### src/hw/exPkg.sv
/*
 * Execute stage types: op class and function encodings, the function-field
 * union, decode, operand, EX/MEM and flag bundles
 */
package exPkg;

    // ------------------------------------------------------------------
    // Operation encodings
    // ------------------------------------------------------------------

    typedef enum logic [2:0] {
        OP_NONE   = 3'd0,                 // Bubble
        OP_ALU    = 3'd1,
        OP_MULACC = 3'd2,
        OP_BRANCH = 3'd3,
        OP_JUMP   = 3'd4
    } opClass_e;

    // MIPS funct codes where one exists
    typedef enum logic [5:0] {
        ALU_SLL  = 6'h00,
        ALU_SRL  = 6'h02,
        ALU_SRA  = 6'h03,
        ALU_ADD  = 6'h20,
        ALU_ADDU = 6'h21,
        ALU_SUB  = 6'h22,
        ALU_SUBU = 6'h23,
        ALU_AND  = 6'h24,
        ALU_OR   = 6'h25,
        ALU_XOR  = 6'h26,
        ALU_NOR  = 6'h27,
        ALU_SLT  = 6'h2a,
        ALU_SLTU = 6'h2b
    } aluFunc_e;

    typedef enum logic [5:0] {
        MUL_MFHI   = 6'h10,
        MUL_MFLO   = 6'h12,
        MUL_MULT   = 6'h18,               // Low product word
        MUL_MADD   = 6'h1c,               // Acc += product
        MUL_CLRACC = 6'h3f
    } mulFunc_e;

    typedef enum logic [5:0] {
        BR_BLTZ = 6'h01,
        BR_BEQ  = 6'h04,
        BR_BNE  = 6'h05,
        BR_BGEZ = 6'h11
    } brFunc_e;

    // Same 6 bits, meaning depends on opClass
    typedef union packed {
        aluFunc_e alu;
        mulFunc_e mul;
        brFunc_e  br;
    } exFunc_u;

    // ------------------------------------------------------------------
    // Bundles
    // ------------------------------------------------------------------

    typedef struct packed {
        opClass_e    opClass;
        exFunc_u     func;
        logic        aluSrc;              // 1 selects immediate
        logic        regWrite;
        logic        memRead;
        logic        memtoReg;
        logic        memWrite;
        logic [4:0]  rAddr;
        logic [4:0]  shamt;
        logic [31:0] a;
        logic [31:0] b;
        logic [31:0] immediate;
        logic [31:0] pc;
    } exDecode_s;

    // Registered ID/EX view, operand mux already applied
    typedef struct packed {
        opClass_e    opClass;
        exFunc_u     func;
        logic        regWrite;
        logic        memRead;
        logic        memtoReg;
        logic        memWrite;
        logic [4:0]  rAddr;
        logic [4:0]  shamt;
        logic [31:0] a;
        logic [31:0] b;
        logic [31:0] y;                   // Second ALU operand
        logic [31:0] immediate;
        logic [31:0] pc;
    } exOperands_s;

    typedef struct packed {
        logic [31:0] result;
        logic [31:0] rtData;
        logic [4:0]  rAddr;
        logic        regWrite;
        logic        memRead;
        logic        memtoReg;
        logic        memWrite;
    } exMem_s;

    typedef struct packed {
        logic c;
        logic z;
        logic o;
        logic n;
    } exFlags_s;

endpackage
### src/hw/exOperandLatch.sv
/*
 * ID/EX pipeline register with ALUSrc operand selection
 */
`timescale 1ns/1ps

module exOperandLatch (
    input  logic               Clock,
    input  logic               arstN,
    input  exPkg::exDecode_s   dec,
    output exPkg::exOperands_s ops
);
    import exPkg::*;

    exOperands_s opsNext;

    always_comb begin
        opsNext.opClass   = dec.opClass;
        opsNext.func      = dec.func;
        opsNext.regWrite  = dec.regWrite;
        opsNext.memRead   = dec.memRead;
        opsNext.memtoReg  = dec.memtoReg;
        opsNext.memWrite  = dec.memWrite;
        opsNext.rAddr     = dec.rAddr;
        opsNext.shamt     = dec.shamt;
        opsNext.a         = dec.a;
        opsNext.b         = dec.b;
        opsNext.y         = dec.aluSrc ? dec.immediate : dec.b; // Operand B mux
        opsNext.immediate = dec.immediate;
        opsNext.pc        = dec.pc;
    end

    always_ff @(posedge Clock or negedge arstN) begin
        if (!arstN) begin
            ops         <= '0;
            ops.opClass <= OP_NONE;       // Comes out of reset as a bubble
        end else begin
            ops         <= opsNext;
        end
    end

    // Register zero is hardwired, decode must never request a write to it
    latchedWriteAddr : assert property (
        @(posedge Clock) disable iff (!arstN)
        ops.regWrite |-> (ops.rAddr != 5'd0)
    ) else $error("latched regWrite with rAddr zero");

endmodule

### config.mk
export PLATFORM = sky130hd
export DESIGN_NAME = exOperandLatch
export DESIGN_NICKNAME = d
export VERILOG_FILES = /design/src/hw/exPkg.sv /design/src/hw/exOperandLatch.sv
export SDC_FILE = /design/constraint.sdc
export NUM_CORES = 1
export LEC_CHECK = 0
export BUFFER_PORTS_ARGS = -buffer_cell sky130_fd_sc_hd__buf_2
export CORE_AREA = 2 2 130 132
export CTS_BUF_LIST = sky130_fd_sc_hd__clkbuf_4 sky130_fd_sc_hd__clkbuf_8
export CTS_CLUSTER_SIZE = 20
export DETAILED_ROUTE_END_ITERATION = 7
export DIE_AREA = 0 0 132 134
export GPL_ROUTABILITY_DRIVEN = 0
export SYNTH_ARGS = -nofsm -noshare
export SYNTH_HDL_FRONTEND = slang
export SYNTH_SLANG_ARGS = --single-unit
### constraint.sdc
create_clock -name Clock -period 0.9 [get_ports Clock]
set_clock_uncertainty 0.15 [all_clocks]
set_input_delay 0.045 -clock Clock [delete_from_list [all_inputs] [get_ports Clock]]
set_output_delay 0.045 -clock Clock [all_outputs]
set_load 0.01 [all_outputs]
## After elaboration in Yosys (flattened, before gate mapping)

Cells that the tools add are included.

| word-level totals | value |
|---|---|
| input port bits | 154 |
| output and inout port bits | 183 |
| word-level logic and storage cells | 14 |
| flip-flop bits (word level) | 183 |

| operators by class | value |
|---|---|
| multiplexer cells | 1 |

Operators with widths:

| kind | count |
|---|---|
| $mux W32 | 1 |

## Logic depth before layout (Yosys ltp)

| logic depth | value |
|---|---|
| depth after elaboration | 1 |
| gate-level depth with buffers | 3 |
| gate-level depth less buffers | 1 |

## Worst setup path before layout

OpenSTA, ideal clock, no wires.

| timing path | value |
|---|---|
| path kind | input to register |
| start point | input dec[142] (netlist bit) |
| end point | register ops[64] (netlist bit) |
| library setup time | 0.125 ns |
| required time | 0.625 ns |
| buffers on the path | 2 |
| arrival | 0.587 ns |
| cell stages on the path | 3 |
| path slack | 0.038 ns |
| cell sequence | buf_6 buf_12 mux2_4 |

RTL lines:

| what | RTL line | text |
|---|---|---|
| start: declaration | exOperandLatch.sv:9 | `input exPkg::exDecode_s dec,` |
| end signal: assignment | exOperandLatch.sv:37 | `ops <= opsNext;` |
| end: declaration | exOperandLatch.sv:10 | `output exPkg::exOperands_s ops` |

## Worst setup path in the final report

| timing path | value |
|---|---|
| start point | register ops[70] (netlist bit) |
| end point | output ops[70] (netlist bit) |

No word-level cell between the ends.

==> flow_metrics.py <==
metrics = {
    "layout": {
        "largestRegisters": "ops: 183 flops",
        "largest_register_ffs": 183,
        "syn_to_final_growth_pct": 85.6,
        "antennaDiodeCount": 0,
        "largest-register": "ops",
        "fin_nets": 895,
        "final_common_cell": "buf_2",
        "fin_cells": 973,
        "layout-drive-gt1-share": 0.555,
        "layout_common_cells": "buf_2 (277), dfrtp_1 (183), dlygate4sd3_1 (152), buf_6 (59), mux2_4 (30)",
    },
    "hold_path": {
        "hold_path_class": "in2async",
    },
    "die": {
        "rows": 47,
        "die_area_sq_mm": 0.0177,
        "core_sq_mm": 0.0163,
        "die_w_um": 132,
        "ios": 337,
        "die_h_um": 134,
        "initial_core_util": 0.315,
    },
    "logic_synthesis": {
        "yosysSeqAreaShare": 0.894,
        "syn_inst": 219,
        "synth_warnings": 0,
        "syn_nets": 373,
        "synth_seq_cells": 183,
        "netlist_area_sq_mm": 0.00512,
        "synth_cell_type_count": 5,
        "syn_avg_cell_area_sq_um": 23.4,
    },
    "clocking": {
        "clockBufferDepth": 2,
        "cts_buffers": 17,
        "h-tree-depth": 4,
        "cts_hold_buf": 152,
        "cts_tree": "yes",
        "root_buffer": "clkbuf_8",
        "path_clk_slew_ns": 0.09,
        "cts_sinks": 183,
        "cts_setup_buffers": 0,
    },
    "worst_setup_path": {
        "end_kind": "primary output",
        "worstSetupPathType": "reg2out",
        "cp_max_fo": 1,
        "worst_ep_required_time_ns": 0.70,
        "critPathMaxStageDelay_ns": 0.41,
        "cp.depth": 1,
        "worstSetupStartpointType": "flip-flop",
        "crit_slowest_cell": "dfrtp_1",
        "critPathBufInv": 1,
        "crit_family": "flip-flops",
        "crit_end": "ops[70]",
        "crit_chain": "buf_2",
        "arrival_ns": 0.99,
        "cp-startpoint": "ops[70]",
    },
    "sta": {
        "tns_ns": -44.57,
        "finalSetupViolations": 183,
        "slew_violations": 0,
        "rsz0062_at_grt": "yes",
        "fmax_mhz": 840,
        "relSlewSlack": 0.847,
        "min_period_ns": 1.19,
        "hold_viol": 49,
        "hold_ws_ns": -0.0444,
        "min_period_over_period": 1.32,
        "tightest_slew_ns": 0.229,
        "fin_ws_ns": -0.290,
    },
    "global_route": {
        "grt_pass1_vias": 4487,
        "grt-ovfl-total": 0,
        "grt_pass1_wl_um": 23900,
        "grt_antenna_before_repair": 1,
        "grt_max_degree": 39,
        "grt_util_all_layers": 0.178,
    },
    "pwr": {
        "vdd_drop_max_mv": 1.05,
        "leakagePower_uw": 0.00479,
        "fin_total_pwr_uw": 16600,
        "p_per_area_mw_per_mm2": 1750,
    },
    "detailed_routing": {
        "drc": 0,
        "routed_wl_um": 15600,
        "vias": 3887,
        "drt-initial-drc-count": 100,
        "drt-wirelength-per-cell_um": 16.0,
        "antenna_left": 0,
        "drt-pass1-iter-count": 4,
        "via_per_inst": 3.99,
    },
    "placed_design": {
        "port_buffers": 336,
        "placed_cells": 790,
        "dp_hpwl_um": 10700,
    },
    "outcome": {
        "status": "complete, but fails checks",
        "violations": "negative hold slack, negative setup slack",
    },
    "flow_run": {
        "drv_cap": 0,
    },
}
[what timing repair did]
action,CTS,global route
endpoints found under the hold margin,366,77
gates resized for setup,35,29
endpoints found under the setup margin,183,183
[how the worst min path moves through the flow]
stage | start | end | slack [ns] | cells past startpoint
final | arstN | ops[165] | -0.04 | 3
after global routing | arstN | ops[165] | -0.08 | 3
after CTS | arstN | ops[165] | -0.10 | 3
after detailed placement | arstN | ops[39] | -0.17 | 2
after global placement | arstN | ops[103] | -0.17 | 2
after floorplan | arstN | ops[0] | -0.40 | 0
[cells by family after synthesis]
group	Yosys count	share of synthesized area
muxes	32	0.0923
buffers and inverters	4	0.0139
DFF	183	0.894
[metal layers]
metal,up-vias,part of all wire,global-route usage
met4,2,0.019,0.0616
met3,26,0.081,0.0699
met1,1921,0.36,0.190
li1,1744,-,-
met5,-,0.00083,0
met2,194,0.54,0.319
[where the power goes]
part / switching [uW] / total, uW / internal (uW)
sequential: 155 / 8820 / 8660
combinational: 962 / 2350 / 1390
clock: 2870 / 5430 / 2560
[synthesized netlist by cell type]
cell	n	area, sq um
buf_12	3	60.1
buf_6	1	11.3
dfrtp_1	183	4580
mux2_2	2	22.5
mux2_4	30	450
[final cells by class]
type | count | area [sq um]
clock buffer | 18 | 248
clock inverter | 13 | 144
sequential | 183 | 4580
fill | 1234 | 6780
timing repair buffer | 507 | 3790
tap | 220 | 275
multi-input combinational | 32 | 473
[metrics by stage]
step | setup WS [ns] | cell area (sq um) | util
3_3_place_gp | -0.103 | 7230 | 0.444
5_1_grt | -0.357 | 9510 | 0.584
2_1_floorplan | 0.0378 | 5120 | -
4_1_cts | -0.329 | 9330 | 0.573
3_5_place_dp | -0.117 | 7230 | 0.444
6_report | -0.290 | 9510 | 0.584
Power figures use the tool's default switching activity.
