<file path="src/hw/exPkg.sv">
/*
 * Execute stage types: op class and function encodings, the function-field
 * union, decode, operand, EX/MEM and flag bundles
 */
package exPkg;

    // ------------------------------------------------------------------
    // Operation encodings
    // ------------------------------------------------------------------

    typedef enum logic [2:0] {
        OP_NONE   = 3'd0,                 // Bubble
        OP_ALU    = 3'd1,
        OP_MULACC = 3'd2,
        OP_BRANCH = 3'd3,
        OP_JUMP   = 3'd4
    } opClass_e;

    // MIPS funct codes where one exists
    typedef enum logic [5:0] {
        ALU_SLL  = 6'h00,
        ALU_SRL  = 6'h02,
        ALU_SRA  = 6'h03,
        ALU_ADD  = 6'h20,
        ALU_ADDU = 6'h21,
        ALU_SUB  = 6'h22,
        ALU_SUBU = 6'h23,
        ALU_AND  = 6'h24,
        ALU_OR   = 6'h25,
        ALU_XOR  = 6'h26,
        ALU_NOR  = 6'h27,
        ALU_SLT  = 6'h2a,
        ALU_SLTU = 6'h2b
    } aluFunc_e;

    typedef enum logic [5:0] {
        MUL_MFHI   = 6'h10,
        MUL_MFLO   = 6'h12,
        MUL_MULT   = 6'h18,               // Low product word
        MUL_MADD   = 6'h1c,               // Acc += product
        MUL_CLRACC = 6'h3f
    } mulFunc_e;

    typedef enum logic [5:0] {
        BR_BLTZ = 6'h01,
        BR_BEQ  = 6'h04,
        BR_BNE  = 6'h05,
        BR_BGEZ = 6'h11
    } brFunc_e;

    // Same 6 bits, meaning depends on opClass
    typedef union packed {
        aluFunc_e alu;
        mulFunc_e mul;
        brFunc_e  br;
    } exFunc_u;

    // ------------------------------------------------------------------
    // Bundles
    // ------------------------------------------------------------------

    typedef struct packed {
        opClass_e    opClass;
        exFunc_u     func;
        logic        aluSrc;              // 1 selects immediate
        logic        regWrite;
        logic        memRead;
        logic        memtoReg;
        logic        memWrite;
        logic [4:0]  rAddr;
        logic [4:0]  shamt;
        logic [31:0] a;
        logic [31:0] b;
        logic [31:0] immediate;
        logic [31:0] pc;
    } exDecode_s;

    // Registered ID/EX view, operand mux already applied
    typedef struct packed {
        opClass_e    opClass;
        exFunc_u     func;
        logic        regWrite;
        logic        memRead;
        logic        memtoReg;
        logic        memWrite;
        logic [4:0]  rAddr;
        logic [4:0]  shamt;
        logic [31:0] a;
        logic [31:0] b;
        logic [31:0] y;                   // Second ALU operand
        logic [31:0] immediate;
        logic [31:0] pc;
    } exOperands_s;

    typedef struct packed {
        logic [31:0] result;
        logic [31:0] rtData;
        logic [4:0]  rAddr;
        logic        regWrite;
        logic        memRead;
        logic        memtoReg;
        logic        memWrite;
    } exMem_s;

    typedef struct packed {
        logic c;
        logic z;
        logic o;
        logic n;
    } exFlags_s;

endpackage
</file>
<file path="src/hw/exMulAcc.sv">
/*
 * Signed 32x32 multiplier with 64-bit multiply/accumulate register
 * and accumulator flags
 */
`timescale 1ns/1ps

module exMulAcc (
    input  logic               Clock,
    input  logic               arstN,
    input  exPkg::exOperands_s ops,
    output logic [31:0]        result,
    output exPkg::exFlags_s    flags
);
    import exPkg::*;

    logic signed [63:0] product;
    logic        [63:0] acc;
    logic        [64:0] maddSum;          // Carry in bit 64
    logic               accC;             // From last MADD
    logic               accO;
    logic               isMulAcc;

    assign isMulAcc = (ops.opClass == OP_MULACC);
    assign product  = $signed(ops.a) * $signed(ops.y); // Sign extended to 64
    assign maddSum  = {1'b0, acc} + {1'b0, product};

    // ------------------------------------------------------------------
    // Accumulator, updated at the edge after the operands are latched
    // ------------------------------------------------------------------

    always_ff @(posedge Clock or negedge arstN) begin
        if (!arstN) begin
            acc  <= '0;
            accC <= 1'b0;
            accO <= 1'b0;
        end else if (isMulAcc) begin
            unique case (ops.func.mul)
                MUL_MADD: begin
                    acc  <= maddSum[63:0];
                    accC <= maddSum[64];
                    accO <= (acc[63] == product[63]) && (maddSum[63] != acc[63]);
                end
                MUL_CLRACC: begin
                    acc  <= '0;
                    accC <= 1'b0;         // Cleared with the sum
                    accO <= 1'b0;
                end
                default: ;                // Others only read
            endcase
        end
    end

    // Reads see the value from before the update edge
    always_comb begin
        unique case (ops.func.mul)
            MUL_MULT: result = product[31:0];
            MUL_MFLO: result = acc[31:0];
            MUL_MFHI: result = acc[63:32];
            default:  result = '0;
        endcase
    end

    assign flags = '{
        c: accC,
        z: (acc == 64'd0),
        o: accO,
        n: acc[63]
    };

    accStableOutsideMulAcc : assert property (
        @(posedge Clock) disable iff (!arstN)
        !isMulAcc |=> $stable(acc)
    ) else $error("accumulator changed outside a MULACC op");

endmodule

</file>
<file path="config.mk">
export PLATFORM = sky130hd
export DESIGN_NAME = exMulAcc
export DESIGN_NICKNAME = d
export VERILOG_FILES = /design/src/hw/exPkg.sv /design/src/hw/exMulAcc.sv
export SDC_FILE = /design/constraint.sdc
export NUM_CORES = 2
export LEC_CHECK = 0
export ABC_AREA = 1
export BUFFER_PORTS_ARGS = -buffer_cell sky130_fd_sc_hd__buf_2
export CAP_MARGIN = 20
export CORE_ASPECT_RATIO = 0.5
export CORE_MARGIN = 2
export CORE_UTILIZATION = 46
export CTS_BUF_LIST = sky130_fd_sc_hd__clkbuf_4
export DETAILED_ROUTE_END_ITERATION = 16
export GPL_TIMING_DRIVEN = 0
export MAX_ROUTING_LAYER = met4
export PLACE_DENSITY = 0.69
export SYNTH_ARGS = -nofsm -noshare
export SYNTH_HDL_FRONTEND = slang
export SYNTH_SLANG_ARGS = --single-unit
</file>
<file path="constraint.sdc">
create_clock -name Clock -period 8.7 [get_ports Clock]
set_clock_uncertainty 0.05 [all_clocks]
set_input_delay 0.435 -clock Clock [delete_from_list [all_inputs] [get_ports Clock]]
set_output_delay 0.435 -clock Clock [all_outputs]
set_load 0.01 [all_outputs]
</file>
# Yosys cells after proc, flatten, opt, wreduce, memory -nomap -nowiden

Cells that the tools add are included.

Logic and storage cells: 21
Output and inout bits: 36
Input port bits: 185
Bits in registers: 66

Multiply operators: 1
Multiplexer cells: 4
Eq/ne operators: 8
Add/sub/neg operators: 1
Reductions and logical operators: 4

Operators by type and width:

| kind               | count |
|---|---|
| $pmux 64 s2        | 1 |
| $pmux 32 s3        | 1 |
| $add 64x64->65     | 1 |
| $logic_not 64->1   | 1 |
| $mul 32x32->64     | 1 |
| $eq 6x5->1 const B | 4 |
| $eq 6x6->1 const B | 1 |
| $pmux 1 s2         | 2 |
| $eq 3x2->1 const B | 1 |
| $reduce_and 2->1   | 1 |
| $reduce_bool 2->1  | 1 |
| $eq 1x1->1         | 1 |
| $logic_and 1x1->1  | 1 |
| $ne 1x1->1         | 1 |

# Logic depth before layout (Yosys ltp)

Word-level depth: 5
Gate-level depth with buffers: 44
Depth with buffers taken out: 43

# Worst setup path before layout

OpenSTA, ideal clock, no wires.

Path type: input to register
From: input ops[159] (netlist bit)
To: register accO
Library setup time: 117 ps
Cell stages on the path: 36
Arrival: 8479 ps
Required time: 8533 ps
Buffers on the path: 1
Path slack: 53 ps
Cell sequence: clkbuf_1 -> nand2_1 -> inv_1 -> fa_1 -> fa_1 -> fa_1 -> fa_1 -> inv_1 -> fa_1 -> inv_1 -> fa_1 -> inv_1 -> fa_1 -> inv_1 -> fa_1 -> ha_1 -> nand2_1 -> nor2_1 -> inv_1 -> nor2_1 -> inv_1 -> nor4_1 -> nand2_1 -> nand4_1 -> nand2_1 -> ha_1 -> nand2_1 -> nor2_1 -> nand2_1 -> nor3_1 -> and2_1 -> nand2_1 -> nand2_1 -> nand2_1 -> nand3_1 -> nand2_1

Longest elaborated chain between the ends: 5
Elaborated cells on any way between the ends: 6
Classes of those cells: add/sub (1); mul (1); eq/ne (2); mux (1); reduce/logical (1)

RTL lines:

| element              | RTL line       | RTL |
|---|---|---|
| start, declared      | exMulAcc.sv:10 | `input exPkg::exOperands_s ops,` |
| $mul 32x32->64 *     | exMulAcc.sv:24 | `assign product = $signed(ops.a) * $signed(ops.y);` |
| $add 64x64->65       | exMulAcc.sv:25 | `assign maddSum = {1'b0, acc} + {1'b0, product};` |
| $ne 1x1->1           | exMulAcc.sv:41 | `accO <= (acc[63] == product[63]) && (maddSum[63] != acc[63]);` |
| $logic_and 1x1->1 *  | exMulAcc.sv:41 |  |
| $pmux 1 s2 *         | exMulAcc.sv:37 | `unique case (ops.func.mul)` |
| end signal, assigned | exMulAcc.sv:41 |  |
| end, declared        | exMulAcc.sv:20 | `logic accO;` |

Mark *: on every way between the ends. The rest lies on a longest branch, timed or not.
A chain may end at the register's enable or synchronous reset.

# Worst setup path in the final report

From: input ops[152] (netlist bit)
To: register acc[62]

Longest elaborated chain between the ends: 3

RTL lines:

| element              | RTL line       | RTL |
|---|---|---|
| $mul 32x32->64       | exMulAcc.sv:24 |  |
| $add 64x64->65       | exMulAcc.sv:25 |  |
| $pmux 64 s2          | exMulAcc.sv:37 |  |
| end signal, assigned | exMulAcc.sv:39 | `acc <= maddSum[63:0];` |
| end, declared        | exMulAcc.sv:17 | `logic [63:0] acc;` |

Every way passes these cells.

==> results.txt <==
The flow ran to the end, and the final reports show no timing, DRC or antenna violations. The clock buffer count from CTS is 9. Die outline width: 455 um. The routability congestion estimate was 1.08; the average wire per standard cell was 24.1 um.

The worst setup path is captured at a flip-flop. Of the available clock period, the critical path in the final layout requires 99.2%. The overall track demand over capacity in global routing was 38.5%; the number of synthesized register bits was 66. The run gives 0 as the remaining design rule violation count. The library cell contributing the largest single delay on the critical path is fa_2. The core region is 101,000 sq um. During synthesis, Yosys emitted a total of 0 warnings. In this run the tightest slew margin relative to its limit is 29.3%. In this run the count of I/O pins placed on the die edge is 221.

Across the run, the number of max-cap violations was 0. The number of DRC violations after detailed-routing iteration 0 is 4,398. The logs give 7,943 for the number of placed cells counting well taps and 283,000 um for the first-pass GRT wire length. The pin count of the biggest net entering global routing came out at 37. For the worst-skew pair, the clock arrives at the later sink with an insertion delay of 520 ps. After global routing the overflow that remains totals 0.

In the final layout, the share of cells above drive strength 1 is 10.3%. The logs give 8,154 for the number of nets in the layout and 9030 ps for the data required time of the critical path. The clock sink count was 66.

The final layout contains routed wiring with a total length of 193,000 um. The routed design could run at a clock period as short as 8630 ps. Initial cell density of the core: 46.6%. The run gives 82 as the number of placement rows.

The library cells used most frequently in the layout, excluding fill and tap cells, are 2,020 x nand2_1, 1,871 x inv_1, 1,038 x fa_1, 192 x ha_1, 189 x nor2_1. Along the worst path, the maximum fanout reaches 10. After clock tree synthesis, the clock-pin slew on the worst setup and hold paths is 140 ps.

Setup repair after global routing could not meet its margin everywhere. The tools report the critical path startpoint category as an input pin. After technology mapping, the gate count stands at 6,482. The height of the chip came out at 230 um. The tools report the final non-filler cell total as 7,997. The mean number of vias per cell works out to 5.33.

The setup path with the least slack is of type in2reg. TritonCTS built the clock tree. The number of search-and-repair iterations in the first detailed-routing pass came out at 6. In this run the remaining antenna-violating nets after routing total 0. Count of final hold-check violations: 0.

The class of the most critical hold timing path was in2async. In the final timing run, aggregate negative setup slack is 0 ps. The root buffer cell chosen for the clock tree is clkbuf_4. Most common cell after layout, fill and taps aside: nand2_1. For the number of H-tree branching levels, the log shows 3.

The floorplan step defined a die boundary enclosing 105,000 sq um. The worst path arrival time was 8960 ps; the netlist area before placement was 46,900 sq um. The pin slew with the least headroom to its limit works out to 1060 ps. The run gives 42.9k as the number of global-route vias before repair. The share of synthesized area occupied by flip-flops and latches is 3.52%, and the total of endpoints with negative setup slack in the final report is 0. The number of nets in the synthesized netlist is 7,998. The logs give 8 for the number of antenna violations at the first check in global routing and 0 for the max-slew violation total from the final report. By instance count, the cell type seen most on the critical path is nand2_1. For this run, the slowest stage of the critical path takes 670 ps. Compared with the post-synthesis result, the final layout area differs by 11.2%.

The run gives 42.6k as the vias after detailed routing. Counting distinct cell types in the post-synthesis netlist gives 41. The detailed placer's ending HPWL was 166,000 um. The run gives 2 as the clock tree buffer depth. In this run the tool buffered the top-level ports with 110 buffer cells. The average instance in the mapped netlist occupies 7.23 sq um. Timing would allow up to 0.116 GHz.
[flip-flops by register name (all words and copies together) (netlist names)]
signal,flops
acc,64
accC,1
accO,1
[worst paths after layout]
check                                   startpoint                   to  slack [ps]  depth (start not counted)
worst min-delay path                         arstN   acc[2]$_DFFE_PN0P_         350                          2
worst min register to register    accC$_DFFE_PN0P_     accC$_DFFE_PN0P_         460                          2
worst max register to register  acc[0]$_DFFE_PN0P_  acc[40]$_DFFE_PN0P_        5520                         17
min in group Clock                accC$_DFFE_PN0P_     accC$_DFFE_PN0P_         460                          2
max in group asynchronous                    arstN  acc[56]$_DFFE_PN0P_        7660                          3
worst max-delay path                      ops[152]  acc[62]$_DFFE_PN0P_          70                         34
[per-layer routing]
layer  wire [um]  up-vias  track usage, %
met2       78900     2412            54.5
met4        9930        0            15.1
met1       78800    21000            52.0
li1            -    18700               -
met5           0        -               -
met3       25400      452            11.1
[worst max-delay path, delay by kind of cell]
family	cells	cell delay, ps
fa+ha+maj	10	5280
simple gates	20	2570
buf+inv	4	640
[synth_stat cells]
master | number | area (sq um)
dfrtp_1 | 66 | 1650
nor3_1 | 17 | 85.1
nand2_2 | 4 | 25.0
nand3b_1 | 13 | 97.6
nor3b_1 | 1 | 7.51
a21boi_0 | 4 | 30.0
fa_1 | 1083 | 21700
o21ai_1 | 24 | 120
nor4_1 | 27 | 169
nand2_1 | 2068 | 7760
nand3_1 | 168 | 841
or2_2 | 15 | 93.8
nor4_2 | 1 | 12.5
nor2_1 | 262 | 983
xnor2_1 | 11 | 96.3
and3_1 | 5 | 31.3
and2_1 | 14 | 87.6
ha_1 | 248 | 3100
a21oi_1 | 152 | 761
clkbuf_1 | 203 | 762
o21bai_1 | 11 | 82.6
a22oi_1 | 27 | 203
o22ai_1 | 3 | 18.8
o21ai_0 | 79 | 395
o211ai_1 | 1 | 7.51
buf_4 | 7 | 52.6
inv_4 | 2 | 12.5
o21ai_2 | 1 | 8.76
buf_2 | 4 | 20.0
o21a_1 | 4 | 30.0
buf_6 | 1 | 11.3
nor2_2 | 1 | 6.26
nand4_1 | 36 | 225
xor2_1 | 29 | 254
or2_1 | 4 | 25.0
a21o_1 | 1 | 7.51
inv_1 | 1877 | 7050
a31oi_1 | 1 | 6.26
nor3_2 | 2 | 20.0
nand3_2 | 4 | 40.0
nand2_4 | 1 | 11.3
[layout make-up]
class                   count  area, sq um
well taps                1344         1680
repair buffers            145          951
clock inverters             6          115
multi-input cells        4322        38700
inverters                1879         7080
diodes                     10         25.0
plain buffers             215         1830
flip-flops and latches     66         1650
fillers                 10200        48400
clock buffers              10         75.1
[metrics by stage]
stage	util, %	hold WS (ps)	cell area [sq um]	worst slack, ps
3_3_place_gp	48.8	422	49100	-2640
6_report	51.9	346	52100	71.0
5_1_grt	51.8	369	52100	-53.5
3_5_place_dp	49.0	365	49200	-2620
4_1_cts	50.2	344	50500	-61.5
2_1_floorplan	-	89.4	46900	53.3
[logic make-up after synthesis]
logic type      count (synthesis)  share of synthesized area [%]
simple gates                 2643                           22.4
buf+inv                      2094                           16.9
fa+ha+maj                    1331                           52.9
compound gates                308                           3.56
flops                          66                           3.52
xor+xnor                       40                          0.747
[timing repair]
item	CTS	global route
resized for setup	384	553
setup buffers	10	16
endpoints found under the hold margin	30	0
pin swaps	7	37
setup endpoints to repair	48	46
hold buffers	1	0
Power is left out: the tool's default activity adds up to more than one toggle a clock period on the data nets, which glitch-free logic cannot reach.
