<file path="config.mk">
export PLATFORM = sky130hd
export DESIGN_NAME = exAlu
export DESIGN_NICKNAME = d
export VERILOG_FILES = /design/src/hw/exPkg.sv /design/src/hw/exAlu.sv
export SDC_FILE = /design/constraint.sdc
export NUM_CORES = 1
export LEC_CHECK = 0
export BUFFER_PORTS_ARGS = -buffer_cell sky130_fd_sc_hd__buf_2
export CORE_MARGIN = 3
export CORE_UTILIZATION = 25
export DETAILED_ROUTE_END_ITERATION = 12
export SYNTH_ARGS = -nofsm -noshare
export SYNTH_HDL_FRONTEND = slang
export SYNTH_SLANG_ARGS = --single-unit
</file>
<file path="constraint.sdc">
create_clock -name vclk -period 13
set_input_delay 1.95 -clock vclk [all_inputs]
set_output_delay 1.95 -clock vclk [all_outputs]
set_load 0.02 [all_outputs]
</file>
<file path="src/hw/exPkg.sv">
/*
 * Execute stage types: op class and function encodings, the function-field
 * union, decode, operand, EX/MEM and flag bundles
 */
package exPkg;

    // ------------------------------------------------------------------
    // Operation encodings
    // ------------------------------------------------------------------

    typedef enum logic [2:0] {
        OP_NONE   = 3'd0,                 // Bubble
        OP_ALU    = 3'd1,
        OP_MULACC = 3'd2,
        OP_BRANCH = 3'd3,
        OP_JUMP   = 3'd4
    } opClass_e;

    // MIPS funct codes where one exists
    typedef enum logic [5:0] {
        ALU_SLL  = 6'h00,
        ALU_SRL  = 6'h02,
        ALU_SRA  = 6'h03,
        ALU_ADD  = 6'h20,
        ALU_ADDU = 6'h21,
        ALU_SUB  = 6'h22,
        ALU_SUBU = 6'h23,
        ALU_AND  = 6'h24,
        ALU_OR   = 6'h25,
        ALU_XOR  = 6'h26,
        ALU_NOR  = 6'h27,
        ALU_SLT  = 6'h2a,
        ALU_SLTU = 6'h2b
    } aluFunc_e;

    typedef enum logic [5:0] {
        MUL_MFHI   = 6'h10,
        MUL_MFLO   = 6'h12,
        MUL_MULT   = 6'h18,               // Low product word
        MUL_MADD   = 6'h1c,               // Acc += product
        MUL_CLRACC = 6'h3f
    } mulFunc_e;

    typedef enum logic [5:0] {
        BR_BLTZ = 6'h01,
        BR_BEQ  = 6'h04,
        BR_BNE  = 6'h05,
        BR_BGEZ = 6'h11
    } brFunc_e;

    // Same 6 bits, meaning depends on opClass
    typedef union packed {
        aluFunc_e alu;
        mulFunc_e mul;
        brFunc_e  br;
    } exFunc_u;

    // ------------------------------------------------------------------
    // Bundles
    // ------------------------------------------------------------------

    typedef struct packed {
        opClass_e    opClass;
        exFunc_u     func;
        logic        aluSrc;              // 1 selects immediate
        logic        regWrite;
        logic        memRead;
        logic        memtoReg;
        logic        memWrite;
        logic [4:0]  rAddr;
        logic [4:0]  shamt;
        logic [31:0] a;
        logic [31:0] b;
        logic [31:0] immediate;
        logic [31:0] pc;
    } exDecode_s;

    // Registered ID/EX view, operand mux already applied
    typedef struct packed {
        opClass_e    opClass;
        exFunc_u     func;
        logic        regWrite;
        logic        memRead;
        logic        memtoReg;
        logic        memWrite;
        logic [4:0]  rAddr;
        logic [4:0]  shamt;
        logic [31:0] a;
        logic [31:0] b;
        logic [31:0] y;                   // Second ALU operand
        logic [31:0] immediate;
        logic [31:0] pc;
    } exOperands_s;

    typedef struct packed {
        logic [31:0] result;
        logic [31:0] rtData;
        logic [4:0]  rAddr;
        logic        regWrite;
        logic        memRead;
        logic        memtoReg;
        logic        memWrite;
    } exMem_s;

    typedef struct packed {
        logic c;
        logic z;
        logic o;
        logic n;
    } exFlags_s;

endpackage
</file>
<file path="src/hw/exAlu.sv">
/*
 * Combinational ALU: add/sub, logic, set-less-than and shifts with C/Z/O/N flags
 */
`timescale 1ns/1ps

module exAlu (
    input  exPkg::exOperands_s ops,
    output logic [31:0]        result,
    output exPkg::exFlags_s    flags
);
    import exPkg::*;

    logic [32:0] sum;                     // Carry in bit 32
    logic        carry;
    logic        overflow;

    always_comb begin
        sum      = '0;
        carry    = 1'b0;
        overflow = 1'b0;
        result   = '0;

        unique case (ops.func.alu)
            ALU_ADD, ALU_ADDU: begin
                sum    = {1'b0, ops.a} + {1'b0, ops.y};
                result = sum[31:0];
                carry  = sum[32];
                if (ops.func.alu == ALU_ADD) begin
                    overflow = (ops.a[31] == ops.y[31]) && (sum[31] != ops.a[31]);
                end
            end
            ALU_SUB, ALU_SUBU: begin
                // a + ~y + 1, carry out is the inverted borrow
                sum    = {1'b0, ops.a} + {1'b0, ~ops.y} + 33'd1;
                result = sum[31:0];
                carry  = sum[32];
                if (ops.func.alu == ALU_SUB) begin
                    overflow = (ops.a[31] != ops.y[31]) && (sum[31] != ops.a[31]);
                end
            end
            ALU_AND:  result = ops.a & ops.y;
            ALU_OR:   result = ops.a | ops.y;
            ALU_XOR:  result = ops.a ^ ops.y;
            ALU_NOR:  result = ~(ops.a | ops.y);
            ALU_SLT:  result = {31'd0, $signed(ops.a) < $signed(ops.y)};
            ALU_SLTU: result = {31'd0, ops.a < ops.y};
            // Shifts act on the rt operand, as in MIPS
            ALU_SLL:  result = ops.y << ops.shamt;
            ALU_SRL:  result = ops.y >> ops.shamt;
            ALU_SRA:  result = $signed(ops.y) >>> ops.shamt;
            default:  result = '0;
        endcase
    end

    assign flags = '{
        c: carry,
        z: (result == 32'd0),
        o: overflow,
        n: result[31]
    };

endmodule

</file>
# == Yosys cells after proc, flatten, opt, wreduce, memory -nomap -nowiden ==
# Index checks and enable logic that the tools add are counted.
# W data, S select, Z words.
# word_totals
latchBits,0
mem_count,0
romBits,0
ff_bits,0
mem_bits_rw,0
out_inout_bits,36
# classes
addsub,3
shift,3
n_mul,0
order_cmp,2
n_eq_ne,16
n_div,0
muxes,5
reduce_logical,6
n_bitwise,5
# ops
cell,count
$pmux W32 S11,1
$add A32 B32 Y33,2
$lt A32 B32 Y1,2
$not A32 Y32,2
$eq A6 B6 Y1 const B,10
$add A33 B1 Y33 const B,1
$and A32 B32 Y32,1
$logic_not A32 Y1,1
$or A32 B32 Y32,1
$shl A32 B5 Y32,1
$shr A32 B5 Y32,1
$sshr A32 B5 Y32,1
$xor A32 B32 Y32,1
$eq A6 B2 Y1 const B,2
$logic_not A6 Y1,1
$pmux W1 S2,2
$reduce_or A2 Y1,2
$ne A1 B1 Y1,3
$logic_and A1 B1 Y1,2
$mux W1,2
$eq A1 B1 Y1,1

# == Logic depth before layout (Yosys ltp) ==
# Gate-level depths: netlist (run 1).
# logic_depth
depth_word,7
ltp_mapped,16
depth_no_buf,14

# == Least setup slack after synthesis (run 1) ==
# OpenSTA, ideal clock, no wires.
# synth_path
path_type,in2out
from,in ops[74] (netlist name)
to,out flags[2] (netlist name)
t_arrival_ns,5.489
setup_slack_ns,5.561
n_path_buf,1
stages,13
required_time_ns,11.050
path_cell_list,clkbuf_1 > inv_1 > ha_1 > or4_1 > a21oi_1 > o311ai_1 > a2111oi_0 > o2111ai_1 > a22oi_1 > xnor2_1 > o211ai_1 > or4_1 > nor2_1
# synth_rtl
element,line,text
start: declaration,exAlu.sv:7,"input exPkg::exOperands_s ops,"
end: declaration,exAlu.sv:9,output exPkg::exFlags_s flags

==> metrics.txt, run 1 <==
status finished clean; first-pass GRT wire length 78.17 mm; pin count of the biggest net entering global routing 62; area grow syn2layout 8.375%; post-CTS sizing 0; dpl hpwl 41.84 mm; pre-CTS setup slack 4.016 ns; routed via count 12680; Pre-antenna DRT Iters 6; grt ovf 0; Final Cycle Share 69.71%; most frequent cell after synthesis nor2_1; Synth area leaders ha_1 (13%), mux2i_1 (9.7%), a21oi_1 (5.4%); vias per inst 6.279; hold violation total from the final report 0; CP endpoint kind primary output; Crit path arrival time 7.11 ns; sequential cells 0; ANT nets after route 0; Slew headroom 16.22%; Total GRT Usage 23.08%; antenna violations before repair 1; Starting Density 25.47%; max incr delay on CP 0.81 ns; fraction of layout cells with a size suffix above 1 14.14%; fin crit period 9.063 ns; worst setup margin 3.937 ns; DIE HEIGHT 207.9 µm; cell taking the most area after synthesis ha_1; die area 0.04321 mm²; Max Fclk 110.3 MHz; cell count after synthesis 1475; crit path cell chain buf_4 -> buf_4 -> mux2_2 -> mux4_2 -> nor2_1 -> a31oi_1 -> a221oi_1 -> or4b_1 -> nor4_1 -> nand3b_1 -> nor4_1 -> nand4_1 -> nor2_1 -> buf_2; Die X 207.9 µm; vias in the first global route 11880; Mapped Nets 1763; storage element area 0 µm²; Filler cells 4505; postcts setup bufs 0; post-route setup TNS 0 ns; fin nets 1782; final slew viol count 0; DRC 0; First DRT Iteration DRCs 1644; Synth top area share 12.65%; Syn Std Cell Area 0.01019 mm²; Max Cap Viol 0; worst slew pin tran 1.247 ns; register area share after synthesis 0%; Row Count 73; Crit-path slowest cell buf_4; crit path kind input pin to primary output; Yosys Warn Count 0; Critical path buffers and inverters 3; GP Congestion 1.032; Multi-input gate area 0.009260 mm²; routed len/inst 26.44 µm; io pins 219; final core occ 27.60%; Final Setup Violations 0; unrepaired setup endpoints after global routing false; # hold bufs at CTS 0; Fin Hold WS 4.282 ns; PortBufs 111; syn_area_per_cell 6.907 µm²; Worst EP required 11.05 ns; WL final 53.38 mm; most frequent cells after synthesis nor2_1 (120), nand2_1 (111), a21oi_1 (110); Crit path max-delay family simple AND/OR/NAND/NOR gates; Critical Path Fanout Max 61; startpoint class of the critical path input pin; Synth cell types 84; Hold WC Path Type input pin to primary output; Core ar. 0.04001 mm²; clkbuf count 0
## final cells by class
class,instances,area share (%)
Timing Repair Buffer,134,6.640
Tap cell,525,5.949
Antenna cell,2,0.04533
Inverter,103,3.501
Multi-Input combinational cell,1255,83.86
## layout by cell type (no fill, tap or decap), types with 12 or more instances in the layout
cell	count
nor2_1	120
or4_1	12
nand4_1	12
a21oi_1	110
o21ai_0	83
a31oi_1	14
mux2i_1	99
o31ai_1	14
a21o_1	16
nor3_1	34
inv_1	99
nor4_1	23
mux2_2	36
buf_4	25
a211oi_1	52
o211ai_1	29
nand3_1	30
buf_2	109
o22ai_1	29
xnor2_1	43
a22oi_1	14
ha_1	103
nor2b_1	23
a211o_1	15
mux4_2	19
nand2_1	111
nand2b_1	14
## stage by stage
step / std cells / instance area [µm²]
final: 2019 / 11040
after global routing: 2017 / 11040
after detailed placement: 2017 / 11040
after global placement: 2017 / 11040
after floorplan: 1475 / 10190
after CTS: 2017 / 11040
## per-layer routing
layer  GRT usage (%)  up-vias  share of wire [%]
li1                -     5595                  -
met1           30.55     6149                 41
met2           38.15      794                 45
met3           3.793      138                9.0
met4           7.742        2                4.4
met5               0        -              0.024
## logic make-up (layout without fill, tap and decap cells)
group / Yosys count / in the layout / share of synthesized area, %
other: 0 / 2 / 0
xor gates and xnor gates: 54 / 54 / 4.642
and+or+nand+nor: 424 / 424 / 20.14
adders and majority gates: 105 / 105 / 13.04
buffers and inverters: 220 / 237 / 9.161
muxes: 160 / 160 / 18.57
AOI/OAI and AO/OA: 512 / 512 / 34.45
## worst paths after layout
check                    start       end  slack, ns  depth (start not counted)
worst max-delay path  ops[160]  flags[2]       3.94                         14
worst min-delay path  ops[159]  flags[1]       4.28                          3
==> run 2: changes to the inputs <==
==> constraint.sdc (replaced) <==
create_clock -name vclk -period 7.6
set_input_delay 1.14 -clock vclk [all_inputs]
set_output_delay 1.14 -clock vclk [all_outputs]
set_load 0.02 [all_outputs]
==> metrics.txt, run 2 (same netlist as run 1, synthesis figures left out) <==
first-pass GRT wire length 79.46 mm (+1.7%); storage element area 0 µm² (unchanged); # hold bufs at CTS 0 (unchanged); CP endpoint kind primary output; most frequent cells in the layout nor2_1 (120), nand2_1 (111), a21oi_1 (110); PortBufs 111 (unchanged); WL final 54.96 mm (+3.0%); Post-DP Area 0.01125 mm² (+1.9%); Crit path arrival time 5.88 ns (-1.23 ns); final slew viol count 0 (unchanged); vias per inst 6.214 (-1.0%); Row Count 73 (unchanged); routed via count 12710 (+0.23%); PD cells 73.83 mW/mm²; io pins 219 (unchanged); status finished clean; post-route setup TNS 0 ns (unchanged); post-CTS sizing 0 (unchanged); Critical path buffers and inverters 4 (+1); DRC 0 (unchanged); Max Cap Viol 0 (unchanged); Worst EP required 6.46 ns (-4.59 ns); fin crit period 7.019 ns; placed cells 2045 (+1.4%); postcts setup bufs 0 (unchanged); Critical Path Fanout Max 14 (-77%); unrepaired setup endpoints after global routing false; routed len/inst 26.87 µm (+1.7%); Die X 207.9 µm (unchanged); area grow syn2layout 10.39%; Pre-antenna DRT Iters 6 (unchanged); GP Congestion 1.073 (+4.0%); crit path kind input pin to primary output; sequential cells 0 (unchanged); Final Setup Violations 0 (unchanged); ANT nets after route 0 (unchanged); Core ar. 0.04001 mm² (unchanged); fraction of layout cells with a size suffix above 1 15.72% (+1.6 points); final non-filler cell total 2045 (+1.3%); vias in the first global route 11900 (+0.20%); hold violation total from the final report 0 (unchanged); Crit path max-delay family compound AO/OA/AOI/OAI gates; max incr delay on CP 0.60 ns (-0.21 ns); Crit-path slowest cell a2111oi_0; antenna violations before repair 1 (unchanged); Slew headroom 17.09% (+0.87 points); fin nets 1810 (+1.6%); startpoint class of the critical path input pin; VDD IR max 0.00002505 V; grt ovf 0 (unchanged); crit path cell chain buf_2 -> inv_1 -> ha_1 -> or3_1 -> or4_1 -> a21oi_1 -> o311ai_1 -> a2111oi_0 -> buf_4 -> o2111ai_1 -> a22oi_1 -> xnor2_1 -> o211ai_1 -> or4_1 -> nor2_1 -> buf_2; die area 0.04321 mm² (unchanged); leakage power 4.841 nW; clkbuf count 0 (unchanged); CP startpoint ops[73]; most common library cell in the layout ignoring fill and taps nor2_1; worst slew pin tran 1.228 ns (-0.01905 ns); Hold WC Path Type input pin to primary output; origin of the worst min-delay path ops[159]; Starting Density 25.47% (unchanged); Final Cycle Share 92.36%; pin count of the biggest net entering global routing 43 (-31%); Total GRT Usage 23.60% (+0.52 points); number of diodes 0 (-2); DIE HEIGHT 207.9 µm (unchanged); First DRT Iteration DRCs 1630 (-0.85%); dpl hpwl 44.13 mm (+5.5%); Finished Cell Area 0.01125 mm² (+1.9%); Max Fclk 142.5 MHz
==> run 2: cell types whose count changed in the layout (fill, tap and decap cells not counted), sizes merged <==
cell / delta
diode: -2
buf: +28
==> run 2: layout make-up <==
type                       instances  area [µm²]
multi-input combinational       1255        9260
fill                            4501       28760
tap                              525       656.9
timing repair buffer             162       943.4
inverter                         103       386.6
==> run 2: worst paths after layout <==
| kind | cells past startpoint | slack [ns] | to |
|---|---|---|---|
| min | 3 | 2.66 | flags[1] |
| max | 16 | 0.58 | flags[2] |
==> run 2: worst min-delay path, delay by kind of cell <==
kind / cells / cell delay [ns]
AO/OA/AOI/OAI: 1 / 0.09
buffers and inverters: 2 / 0.29
==> run 2: per-layer routing <==
metal / up-vias / share of wire (%) / track usage (%)
li1: 5643 / - / -
met1: 6214 / 40 / 31.29
met2: 724 / 46 / 38.94
met3: 126 / 9.8 / 3.823
met4: 0 / 4.3 / 7.975
met5: - / 0 / 0
==> run 2: stage by stage <==
step / worst slack, ns / power (mW) / hold slack (ns) / util [%]
3_5_place_dp: 0.7185 / 0.8007 / 2.673 / 28.11
3_3_place_gp: 0.6922 / 0.7979 / 2.670 / 28.11
6_report: 0.5805 / 0.8304 / 2.665 / 28.11
5_1_grt: 0.4701 / 0.8782 / 2.686 / 28.11
2_1_floorplan: 1.781 / 0.5319 / 2.466 / -
4_1_cts: 0.7069 / 0.8044 / 2.674 / 28.11
==> run 2: report_power, final <==
part | leakage [nW] | switching (mW) | total, mW | internal [mW]
Combinational | 4.84 | 0.549 | 0.830 | 0.282
Sequential | 0 | 0 | 0 | 0
Clock | 0 | 0 | 0 | 0
Total | 4.84 | 0.549 | 0.830 | 0.282
(Power assumes the default switching activity.)
