[src/hw/exPkg.sv]
/*
 * Execute stage types: op class and function encodings, the function-field
 * union, decode, operand, EX/MEM and flag bundles
 */
package exPkg;

    // ------------------------------------------------------------------
    // Operation encodings
    // ------------------------------------------------------------------

    typedef enum logic [2:0] {
        OP_NONE   = 3'd0,                 // Bubble
        OP_ALU    = 3'd1,
        OP_MULACC = 3'd2,
        OP_BRANCH = 3'd3,
        OP_JUMP   = 3'd4
    } opClass_e;

    // MIPS funct codes where one exists
    typedef enum logic [5:0] {
        ALU_SLL  = 6'h00,
        ALU_SRL  = 6'h02,
        ALU_SRA  = 6'h03,
        ALU_ADD  = 6'h20,
        ALU_ADDU = 6'h21,
        ALU_SUB  = 6'h22,
        ALU_SUBU = 6'h23,
        ALU_AND  = 6'h24,
        ALU_OR   = 6'h25,
        ALU_XOR  = 6'h26,
        ALU_NOR  = 6'h27,
        ALU_SLT  = 6'h2a,
        ALU_SLTU = 6'h2b
    } aluFunc_e;

    typedef enum logic [5:0] {
        MUL_MFHI   = 6'h10,
        MUL_MFLO   = 6'h12,
        MUL_MULT   = 6'h18,               // Low product word
        MUL_MADD   = 6'h1c,               // Acc += product
        MUL_CLRACC = 6'h3f
    } mulFunc_e;

    typedef enum logic [5:0] {
        BR_BLTZ = 6'h01,
        BR_BEQ  = 6'h04,
        BR_BNE  = 6'h05,
        BR_BGEZ = 6'h11
    } brFunc_e;

    // Same 6 bits, meaning depends on opClass
    typedef union packed {
        aluFunc_e alu;
        mulFunc_e mul;
        brFunc_e  br;
    } exFunc_u;

    // ------------------------------------------------------------------
    // Bundles
    // ------------------------------------------------------------------

    typedef struct packed {
        opClass_e    opClass;
        exFunc_u     func;
        logic        aluSrc;              // 1 selects immediate
        logic        regWrite;
        logic        memRead;
        logic        memtoReg;
        logic        memWrite;
        logic [4:0]  rAddr;
        logic [4:0]  shamt;
        logic [31:0] a;
        logic [31:0] b;
        logic [31:0] immediate;
        logic [31:0] pc;
    } exDecode_s;

    // Registered ID/EX view, operand mux already applied
    typedef struct packed {
        opClass_e    opClass;
        exFunc_u     func;
        logic        regWrite;
        logic        memRead;
        logic        memtoReg;
        logic        memWrite;
        logic [4:0]  rAddr;
        logic [4:0]  shamt;
        logic [31:0] a;
        logic [31:0] b;
        logic [31:0] y;                   // Second ALU operand
        logic [31:0] immediate;
        logic [31:0] pc;
    } exOperands_s;

    typedef struct packed {
        logic [31:0] result;
        logic [31:0] rtData;
        logic [4:0]  rAddr;
        logic        regWrite;
        logic        memRead;
        logic        memtoReg;
        logic        memWrite;
    } exMem_s;

    typedef struct packed {
        logic c;
        logic z;
        logic o;
        logic n;
    } exFlags_s;

endpackage
[src/hw/exResultStage.sv]
/*
 * Result and flag selection per op class, write gating, EX/MEM register
 */
`timescale 1ns/1ps

module exResultStage (
    input  logic               Clock,
    input  logic               arstN,
    input  exPkg::exOperands_s ops,
    input  logic [31:0]        aluResult,
    input  exPkg::exFlags_s    aluFlags,
    input  logic [31:0]        mulResult,
    input  exPkg::exFlags_s    mulFlags,
    input  logic [31:0]        target,
    input  logic [31:0]        retAddr,
    input  logic               brTaken,
    output exPkg::exMem_s      exMem,
    output exPkg::exFlags_s    flags,
    output logic [31:0]        pcOut,
    output logic               taken
);
    import exPkg::*;

    exMem_s      memNext;
    exFlags_s    flagsNext;
    logic [31:0] pcNext;
    logic        takenNext;

    always_comb begin
        memNext.result   = '0;
        memNext.rtData   = ops.b;         // Store data
        memNext.rAddr    = ops.rAddr;
        memNext.regWrite = ops.regWrite;
        memNext.memRead  = ops.memRead;
        memNext.memtoReg = ops.memtoReg;
        memNext.memWrite = ops.memWrite;
        flagsNext        = flags;         // Held unless a unit updates them
        pcNext           = retAddr;
        takenNext        = 1'b0;

        unique case (ops.opClass)
            OP_ALU: begin
                memNext.result = aluResult;
                flagsNext      = aluFlags;
            end
            OP_MULACC: begin
                memNext.result = mulResult;
                flagsNext      = mulFlags;
            end
            OP_BRANCH: begin
                memNext.regWrite = 1'b0;
                pcNext           = target;
                takenNext        = brTaken;
            end
            OP_JUMP: begin
                memNext.result = retAddr; // Link address
                pcNext         = target;
                takenNext      = brTaken;
            end
            default: memNext.regWrite = 1'b0;
        endcase
    end

    always_ff @(posedge Clock or negedge arstN) begin
        if (!arstN) begin
            exMem <= '0;
            flags <= '0;
            pcOut <= '0;
            taken <= 1'b0;
        end else begin
            exMem <= memNext;
            flags <= flagsNext;
            pcOut <= pcNext;
            taken <= takenNext;
        end
    end

    // Control transfers never carry a store
    noTakenWithStore : assert property (
        @(posedge Clock) disable iff (!arstN)
        !(taken && exMem.memWrite)
    ) else $error("taken asserted together with memWrite");

endmodule

[config.mk]
export PLATFORM = sky130hd
export DESIGN_NAME = exResultStage
export DESIGN_NICKNAME = d
export VERILOG_FILES = /design/src/hw/exPkg.sv /design/src/hw/exResultStage.sv
export SDC_FILE = /design/constraint.sdc
export NUM_CORES = 1
export LEC_CHECK = 0
export ABC_AREA = 1
export BUFFER_PORTS_ARGS = -buffer_cell sky130_fd_sc_hd__buf_4
export CAP_MARGIN = 5
export CORE_AREA = 2 2 169 171
export DETAILED_ROUTE_END_ITERATION = 12
export DIE_AREA = 0 0 171 173
export GPL_TIMING_DRIVEN = 1
export PLACE_DENSITY = 0.42
export SKIP_CTS_REPAIR_TIMING = 1
export SYNTH_ARGS = -nofsm -noshare
export SYNTH_HDL_FRONTEND = slang
export SYNTH_SLANG_ARGS = --single-unit
[constraint.sdc]
create_clock -name Clock -period 1 [get_ports Clock]
set_input_delay 0.1 -clock Clock [delete_from_list [all_inputs] [get_ports Clock]]
set_output_delay 0.1 -clock Clock [all_outputs]
set_load 0.02 [all_outputs]
Yosys cells after proc, flatten, opt, wreduce, memory -nomap -nowiden --
Index checks and enable logic that the tools add are counted.
Word-level totals: flip-flop bits (word level) 110, latch bits 0, bits in writable memories 0, bits in read-only memories 0, bits of input ports 322, output and inout port bits 110, memories kept 0
Cells by class: add/sub/neg operators 0, multiply operators 0, divide/modulo/power cells 0, order comparisons 0, equality and inequality tests 4, shift-type cells 0, multiplexer cells 5, bitwise gates (word level) 0, reductions and logical operators 3
Operator list (number):
- case mux 32 bit (3 select lines) | 1
- 2-to-1 mux 32 bit | 1
- case mux 4 bit (2 select lines) | 1
- == test 3 x 2 -> 1 bit, second input constant | 2
- == test 3 x 1 -> 1 bit, second input constant | 1
- == test 3 bit, second input constant | 1
- OR reduction 3 bit | 1
- 2-to-1 mux 1 bit | 2
- nonzero test 2 bit | 1
- OR reduction 2 bit | 1

Logic depth before layout (Yosys ltp) --
Gate-level depths: netlist of run 1.
depth after elaboration 3, gate-level depth with buffers 7

Worst setup path before layout of run 1 --
OpenSTA, ideal clock, no wires.
kind in2reg, from input ops[182] (netlist name), to register pcOut[10], library setup time 0.116 ns, arrival 0.661 ns, data required time 0.884 ns, path slack 0.223 ns, stages 7, cell sequence inv_2 nand3_1 nand2_2 inv_2 buf_6 nand2_1 nand2_1
On the way: word-level cells in the longest chain between the ends 3
Ends and longest elaborated chain:
- start, declared | line exResultStage.sv:9 | input exPkg::exOperands_s ops,
- == test 3 bit / == test 3 x 2 -> 1 bit (equally long branches) | line exResultStage.sv:41 | unique case (ops.opClass)
- OR reduction 2 bit (no line) (*)
- 2-to-1 mux 32 bit (*) | line exResultStage.sv:41
- net pcNext[10] | line exResultStage.sv:26 | logic [31:0] pcNext;
- end signal, assigned | line exResultStage.sv:73 | pcOut <= pcNext;
- end, declared | line exResultStage.sv:19 | output logic [31:0] pcOut,
Mark *: on every way through the listed nets, which the timed path passes. The rest lies on a longest branch. A chain may end at the register's enable or synchronous reset.

Final worst setup path of run 1 --
from register pcOut[16], to output pcOut[16]
No word-level cell between the ends.

==> run summary, run 1 <==
- **Static Leakage** 4.55 nW
- **number of top-level design ports** 432
- **switching fraction of total power** 28.4%
- **violations in the final reports** negative hold slack
- **maximum single-stage delay on the critical path** 0.41 ns
- **data arrival time of the worst path** 0.90 ns
- **initial antenna violation count** 1
- **num rows** 61
- **pin count of the biggest net entering global routing** 45
- **Max VDD drop** 0.000615 V
- **minimum period implied by the final worst setup slack** 0.997 ns
- **overall die area** 0.0296 mm^2
- **number of pins exceeding their max-slew limit in the final report** 0
- **Max Fclk** 1000 MHz
- **NumNets Final** 1195
- **kind of end point of the critical path** primary output
- **max_slew headroom** 82.3%
- **worst hold path class** input pin to flip-flop
- **maxcap violations** 0
- **detailed-placement wirelength estimate** 13.1 mm
- **fraction of the yosys area taken by sequential cells** 69.7%
- **number of optimization iterations in the first detailed-route pass** 4
- **type of element launching the critical path** flip-flop
- **cell count after synthesis** 397
- **routability-driven placement congestion ratio** 0.714
- **distinct cell type count after synthesis** 11
- **total wirelength of the detailed-routed design** 17.9 mm
- **die extent in y** 173 um
- **number of failing setup endpoints in the final timing report** 0
- **result of the run** complete, but fails checks
- **portion of total power attributed to sequential cells** 43.1%
- **number of buffers added by the clock tree synthesis step** 9
- **largest buffer count on any clock path** 2
- **highest-count cells in the layout ignoring fill and taps** buf_4 (208), nand2_1 (206), dlygate4sd3_1 (165), dfrtp_1 (110), buf_6 (97)
- **count of vias placed by the detailed router** 4491
- **total power** 11.4 mW
- **starting DRC count in detailed routing** 179
- **total global-route track usage** 10.8%
- **register bit total from synthesis** 110
- **Clk pin slew, worst setup/hold paths** 0.08 ns
- **buffer and inverter count on the worst path** 1
- **largest fanout on the critical path** 1
- **Psw** 3.24 mW
- **worst-skew pair later-pin latency** 0.35 ns
- **data required time at the worst endpoint** 0.90 ns
- **average vias per placed instance** 3.58
- **synthesized net count** 719
- **setup repair after global routing missed its margin** true
- **warnings from Yosys** 0
- **mean cell area of the mapped netlist** 9.95 um^2
- **Root Buffer** clkbuf_16
- **top cell family by delay on the critical path** flip-flops
- **critical path class** flip-flop to primary output
- **Worst-Margin Slew** 0.265 ns
- **worst clock skew** 0 ns
- **DRC violation count after routing** 0
- **vias in the first global route** 4014
- **proportion of layout cells with a drive suffix above 1** 38.8%
- **first-pass GRT wire length** 23.7 mm
- **initial standard-cell utilization of the core** 14.3%
- **total count of hold-check failures in the final report** 2
- **deepest level of the CTS H-tree** 3
- **most frequent standard cell in the layout excluding fill and tap cells** buf_4
- **master of the slowest instance on the critical path** dfrtp_1
- **power density of the placed cells** 1250 mW/mm^2
- **horizontal die dimension** 171 um
- **Remaining Overflow, GRT** 0
- **Fill cells** 2824
- **Area growth syn-to-layout** 131%
- **netlist area before placement** 0.00395 mm^2
- **cells along the critical path** buf_6
- **clock share of power** 31.2%
- **clock tree from TritonCTS** built
- **count of input and output buffers** 292
- **TritonCTS sink count** 110
- **Core Footprint** 0.0276 mm^2
- **wire per inst** 14.2 um
- **Gate power share** 25.7%
- **period utilization** 99.7%
- **Post-Route Hold Slack** -0.0214 ns
- **count of antenna-violating nets left after detailed routing** 0
- **internal power component** 8.17 mW
-- metal layers --
layer	GRT usage [%]	wire length, um	part of all wire, %	vias up
met4	3.28	268	1.5	0
met1	12.2	7220	40	2107
met3	4.72	1530	8.6	19
li1	-	-	-	2165
met2	18.4	8850	50	200
met5	0	0	0	-
-- Yosys cell counts, drive strengths merged --
cell / number / area share [%]
buf: 15 / 2.7
dfrtp: 110 / 70
inv: 18 / 1.7
nand2: 207 / 20
nand3: 45 / 6.0
nor2: 2 / 0.19
-- power by group through the flow --
| stage | clock network, mW | registers [mW] | logic, mW |
|---|---|---|---|
| floorplan | 0 | 5.37 | 0.346 |
| global placement | 0 | 4.95 | 2.25 |
| detailed placement | 0 | 4.95 | 2.25 |
| CTS | 3.81 | 4.87 | 2.25 |
| global route | 3.92 | 4.95 | 3.15 |
| finish | 3.56 | 4.92 | 2.93 |
-- kinds of logic after synthesis --
| family | count (synthesis) | synth area share (%) |
|---|---|---|
| simple gates | 254 | 25.9 |
| flops | 110 | 69.7 |
| buf+inv | 33 | 4.40 |
-- flip-flops by register name, summed over array words and instances (netlist names) --
name and count:
exMem 73, flags 4, pcOut 32, taken 1
-- layout make-up --
cell class              count  area (um^2)  area share (%)
repair buffers            480         4510            49.5
flip-flops and latches    110         2750            30.2
multi-input cells         254         1020            11.2
well taps                 378          473            5.19
clock buffers               9          225            2.47
inverters                  18         67.6           0.742
clock inverters             6         56.3           0.618
diodes                      1         2.50          0.0275
-- path summary, 6_finish.rpt --
| check | start | end | slack, ns | depth (start not counted) |
|---|---|---|---|---|
| max | pcOut[16] | pcOut[16] | 0.003 | 1 |
| min | retAddr[12] | exMem[53] | -0.02 | 3 |
| max reg2reg | flags[1] | flags[1] | 0.27 | 3 |
| min reg2reg | flags[2] | flags[2] | 0.51 | 2 |
| max in group asynchronous | arstN | pcOut[22] | 0.33 | 3 |
| min in group asynchronous | arstN | exMem[14] | 0.15 | 2 |
-- stage by stage --
step | area, um^2 | util (%) | worst slack (ns) | TNS (ns) | cells
global route | 9100 | 32.9 | -0.0380 | -0.848 | 1255
CTS | 7080 | 25.6 | -0.0530 | -0.900 | 1089
global placement | 6800 | 24.6 | -0.0730 | -0.898 | 1074
floorplan | 3950 | - | 0.223 | 0 | 397
finish | 9100 | 33.0 | 0.00313 | 0 | 1256
detailed placement | 6800 | 24.6 | -0.0896 | -1.22 | 1074
(Power assumes the default switching activity.)
==> run 2: changes to the inputs <==
==> constraint.sdc (replaced) <==
create_clock -name Clock -period 1 [get_ports Clock]
set_input_delay 0.05 -clock Clock [delete_from_list [all_inputs] [get_ports Clock]]
set_output_delay 0.05 -clock Clock [all_outputs]
set_load 0.02 [all_outputs]
==> run summary, run 2 (synthesis gave the netlist of run 1 again) <==
- **result of the run** complete, no violations
- **Static Leakage** 4.47 nW
- **data required time at the worst endpoint** 0.95 ns
- **detailed-placement wirelength estimate** 13.1 mm
- **DRC violation count after routing** 0
- **total power** 11.3 mW
- **cells along the critical path** buf_4
- **num rows** 61
- **worst-skew pair later-pin latency** 0.35 ns
- **die extent in y** 173 um
- **data arrival time of the worst path** 0.90 ns
- **kind of end point of the critical path** primary output
- **initial antenna violation count** 1
- **Multi-input gate area** 0.00102 mm^2
- **dpl cells** 1072
- **clock tree from TritonCTS** built
- **largest registers ranked by flip-flop count** exMem (73), pcOut (32), flags (4)
- **overall die area** 0.0296 mm^2
- **Area growth syn-to-layout** 123%
- **FF+latch area** 0.00275 mm^2
- **top cell family by delay on the critical path** flip-flops
- **type of element launching the critical path** flip-flop
- **count of input and output buffers** 292
- **number of buffers added by the clock tree synthesis step** 9
- **vias in the first global route** 3942
- **first-pass GRT wire length** 23.8 mm
- **NumNets Final** 1199
- **total global-route track usage** 10.9%
- **number of pins exceeding their max-slew limit in the final report** 0
- **final cell count without fillers** 1261
- **power density of the placed cells** 1290 mW/mm^2
- **number of failing setup endpoints in the final timing report** 0
- **buffer and inverter count on the worst path** 1
- **Core Footprint** 0.0276 mm^2
- **starting DRC count in detailed routing** 163
- **horizontal die dimension** 171 um
- **initial standard-cell utilization of the core** 14.3%
- **largest fanout on the critical path** 1
- **max_slew headroom** 80.3%
- **maximum single-stage delay on the critical path** 0.38 ns
- **period utilization** 95.0%
- **minimum period implied by the final worst setup slack** 0.950 ns
- **wire per inst** 14.3 um
- **flip-flop count of the largest register, all copies and words added** 73
- **most frequent standard cell in the layout excluding fill and tap cells** buf_4
- **routability-driven placement congestion ratio** 0.714
- **number of top-level design ports** 432
- **total count of hold-check failures in the final report** 0
- **highest-count cells in the layout ignoring fill and taps** buf_4 (299), nand2_1 (206), dlygate4sd3_1 (172), dfrtp_1 (110), nand3_1 (43)
- **TritonCTS sink count** 110
- **pin count of the biggest net entering global routing** 35
- **average vias per placed instance** 3.57
- **Worst-Margin Slew** 0.296 ns
- **count of vias placed by the detailed router** 4502
- **Largest Register** exMem
- **maxcap violations** 0
- **master of the slowest instance on the critical path** dfrtp_1
- **Max VDD drop** 0.000636 V
- **Fill cells** 2911
- **setup repair after global routing missed its margin** false
- **worst clock skew** 0 ns
- **worst hold path class** input pin to flip-flop
- **Max Fclk** 1050 MHz
- **deepest level of the CTS H-tree** 3
- **count of antenna-violating nets left after detailed routing** 0
- **Setup Total Neg Slack** 0 ns
- **Clk pin slew, worst setup/hold paths** 0.09 ns
- **largest buffer count on any clock path** 2
- **Remaining Overflow, GRT** 0
- **total wirelength of the detailed-routed design** 18.1 mm
- **critical path class** flip-flop to primary output
- **number of optimization iterations in the first detailed-route pass** 4
- **Root Buffer** clkbuf_16
- **proportion of layout cells with a drive suffix above 1** 38.2%
-- run 2: cell count changes in the layout (fill, tap and decap cells not counted), sizes merged --
cell	delta
clkbuf	+1
dlygate4sd3	+7
inv	+1
buf	-3
clkinvlp	-1
-- run 2: per-stage QoR --
step / cell area (um^2) / setup WS [ns] / util, % / hold WS [ns]
global placement: 6780 / -0.0986 / 24.5 / -0.0365
floorplan: 3950 / 0.273 / - / -0.246
detailed placement: 6780 / -0.103 / 24.5 / -0.0407
CTS: 7070 / 0.00704 / 25.6 / -0.453
global route: 8810 / 0.00155 / 31.9 / 0.0297
finish: 8810 / 0.0500 / 31.9 / 0.0106
-- run 2: final timing paths --
| kind | from | endpoint | slack (ns) | depth (start not counted) |
|---|---|---|---|---|
| max | exMem[55] | exMem[55] | 0.05 | 1 |
| min in group asynchronous | arstN | exMem[36] | 0.13 | 2 |
| max reg2reg | flags[0] | flags[0] | 0.37 | 2 |
| max in group asynchronous | arstN | exMem[38] | 0.33 | 3 |
| min | aluFlags[1] | flags[1] | 0.01 | 5 |
| min reg2reg | flags[3] | flags[3] | 0.49 | 2 |
-- run 2: area by class of cell --
type	instances	area share [%]
well taps	378	5.37
clock buffers	10	2.60
repair buffers	484	47.7
clock inverters	6	0.710
multi-input cells	254	11.6
diodes	1	0.0284
inverters	18	0.767
flip-flops and latches	110	31.2
-- run 2: routing by layer --
layer | routed length, um | vias up | track usage [%]
met5 | 0 | - | 0
met4 | 391 | 0 | 3.18
met3 | 1670 | 25 | 4.88
met2 | 8730 | 217 | 18.4
met1 | 7310 | 2085 | 12.3
li1 | - | 2175 | -
-- run 2: where the power goes --
part | switching [mW] | total (mW) | internal [mW]
Clock | 1.93 | 3.70 | 1.77
Combinational | 1.26 | 2.77 | 1.51
Sequential | 0.101 | 4.86 | 4.76
Total | 3.29 | 11.3 | 8.04
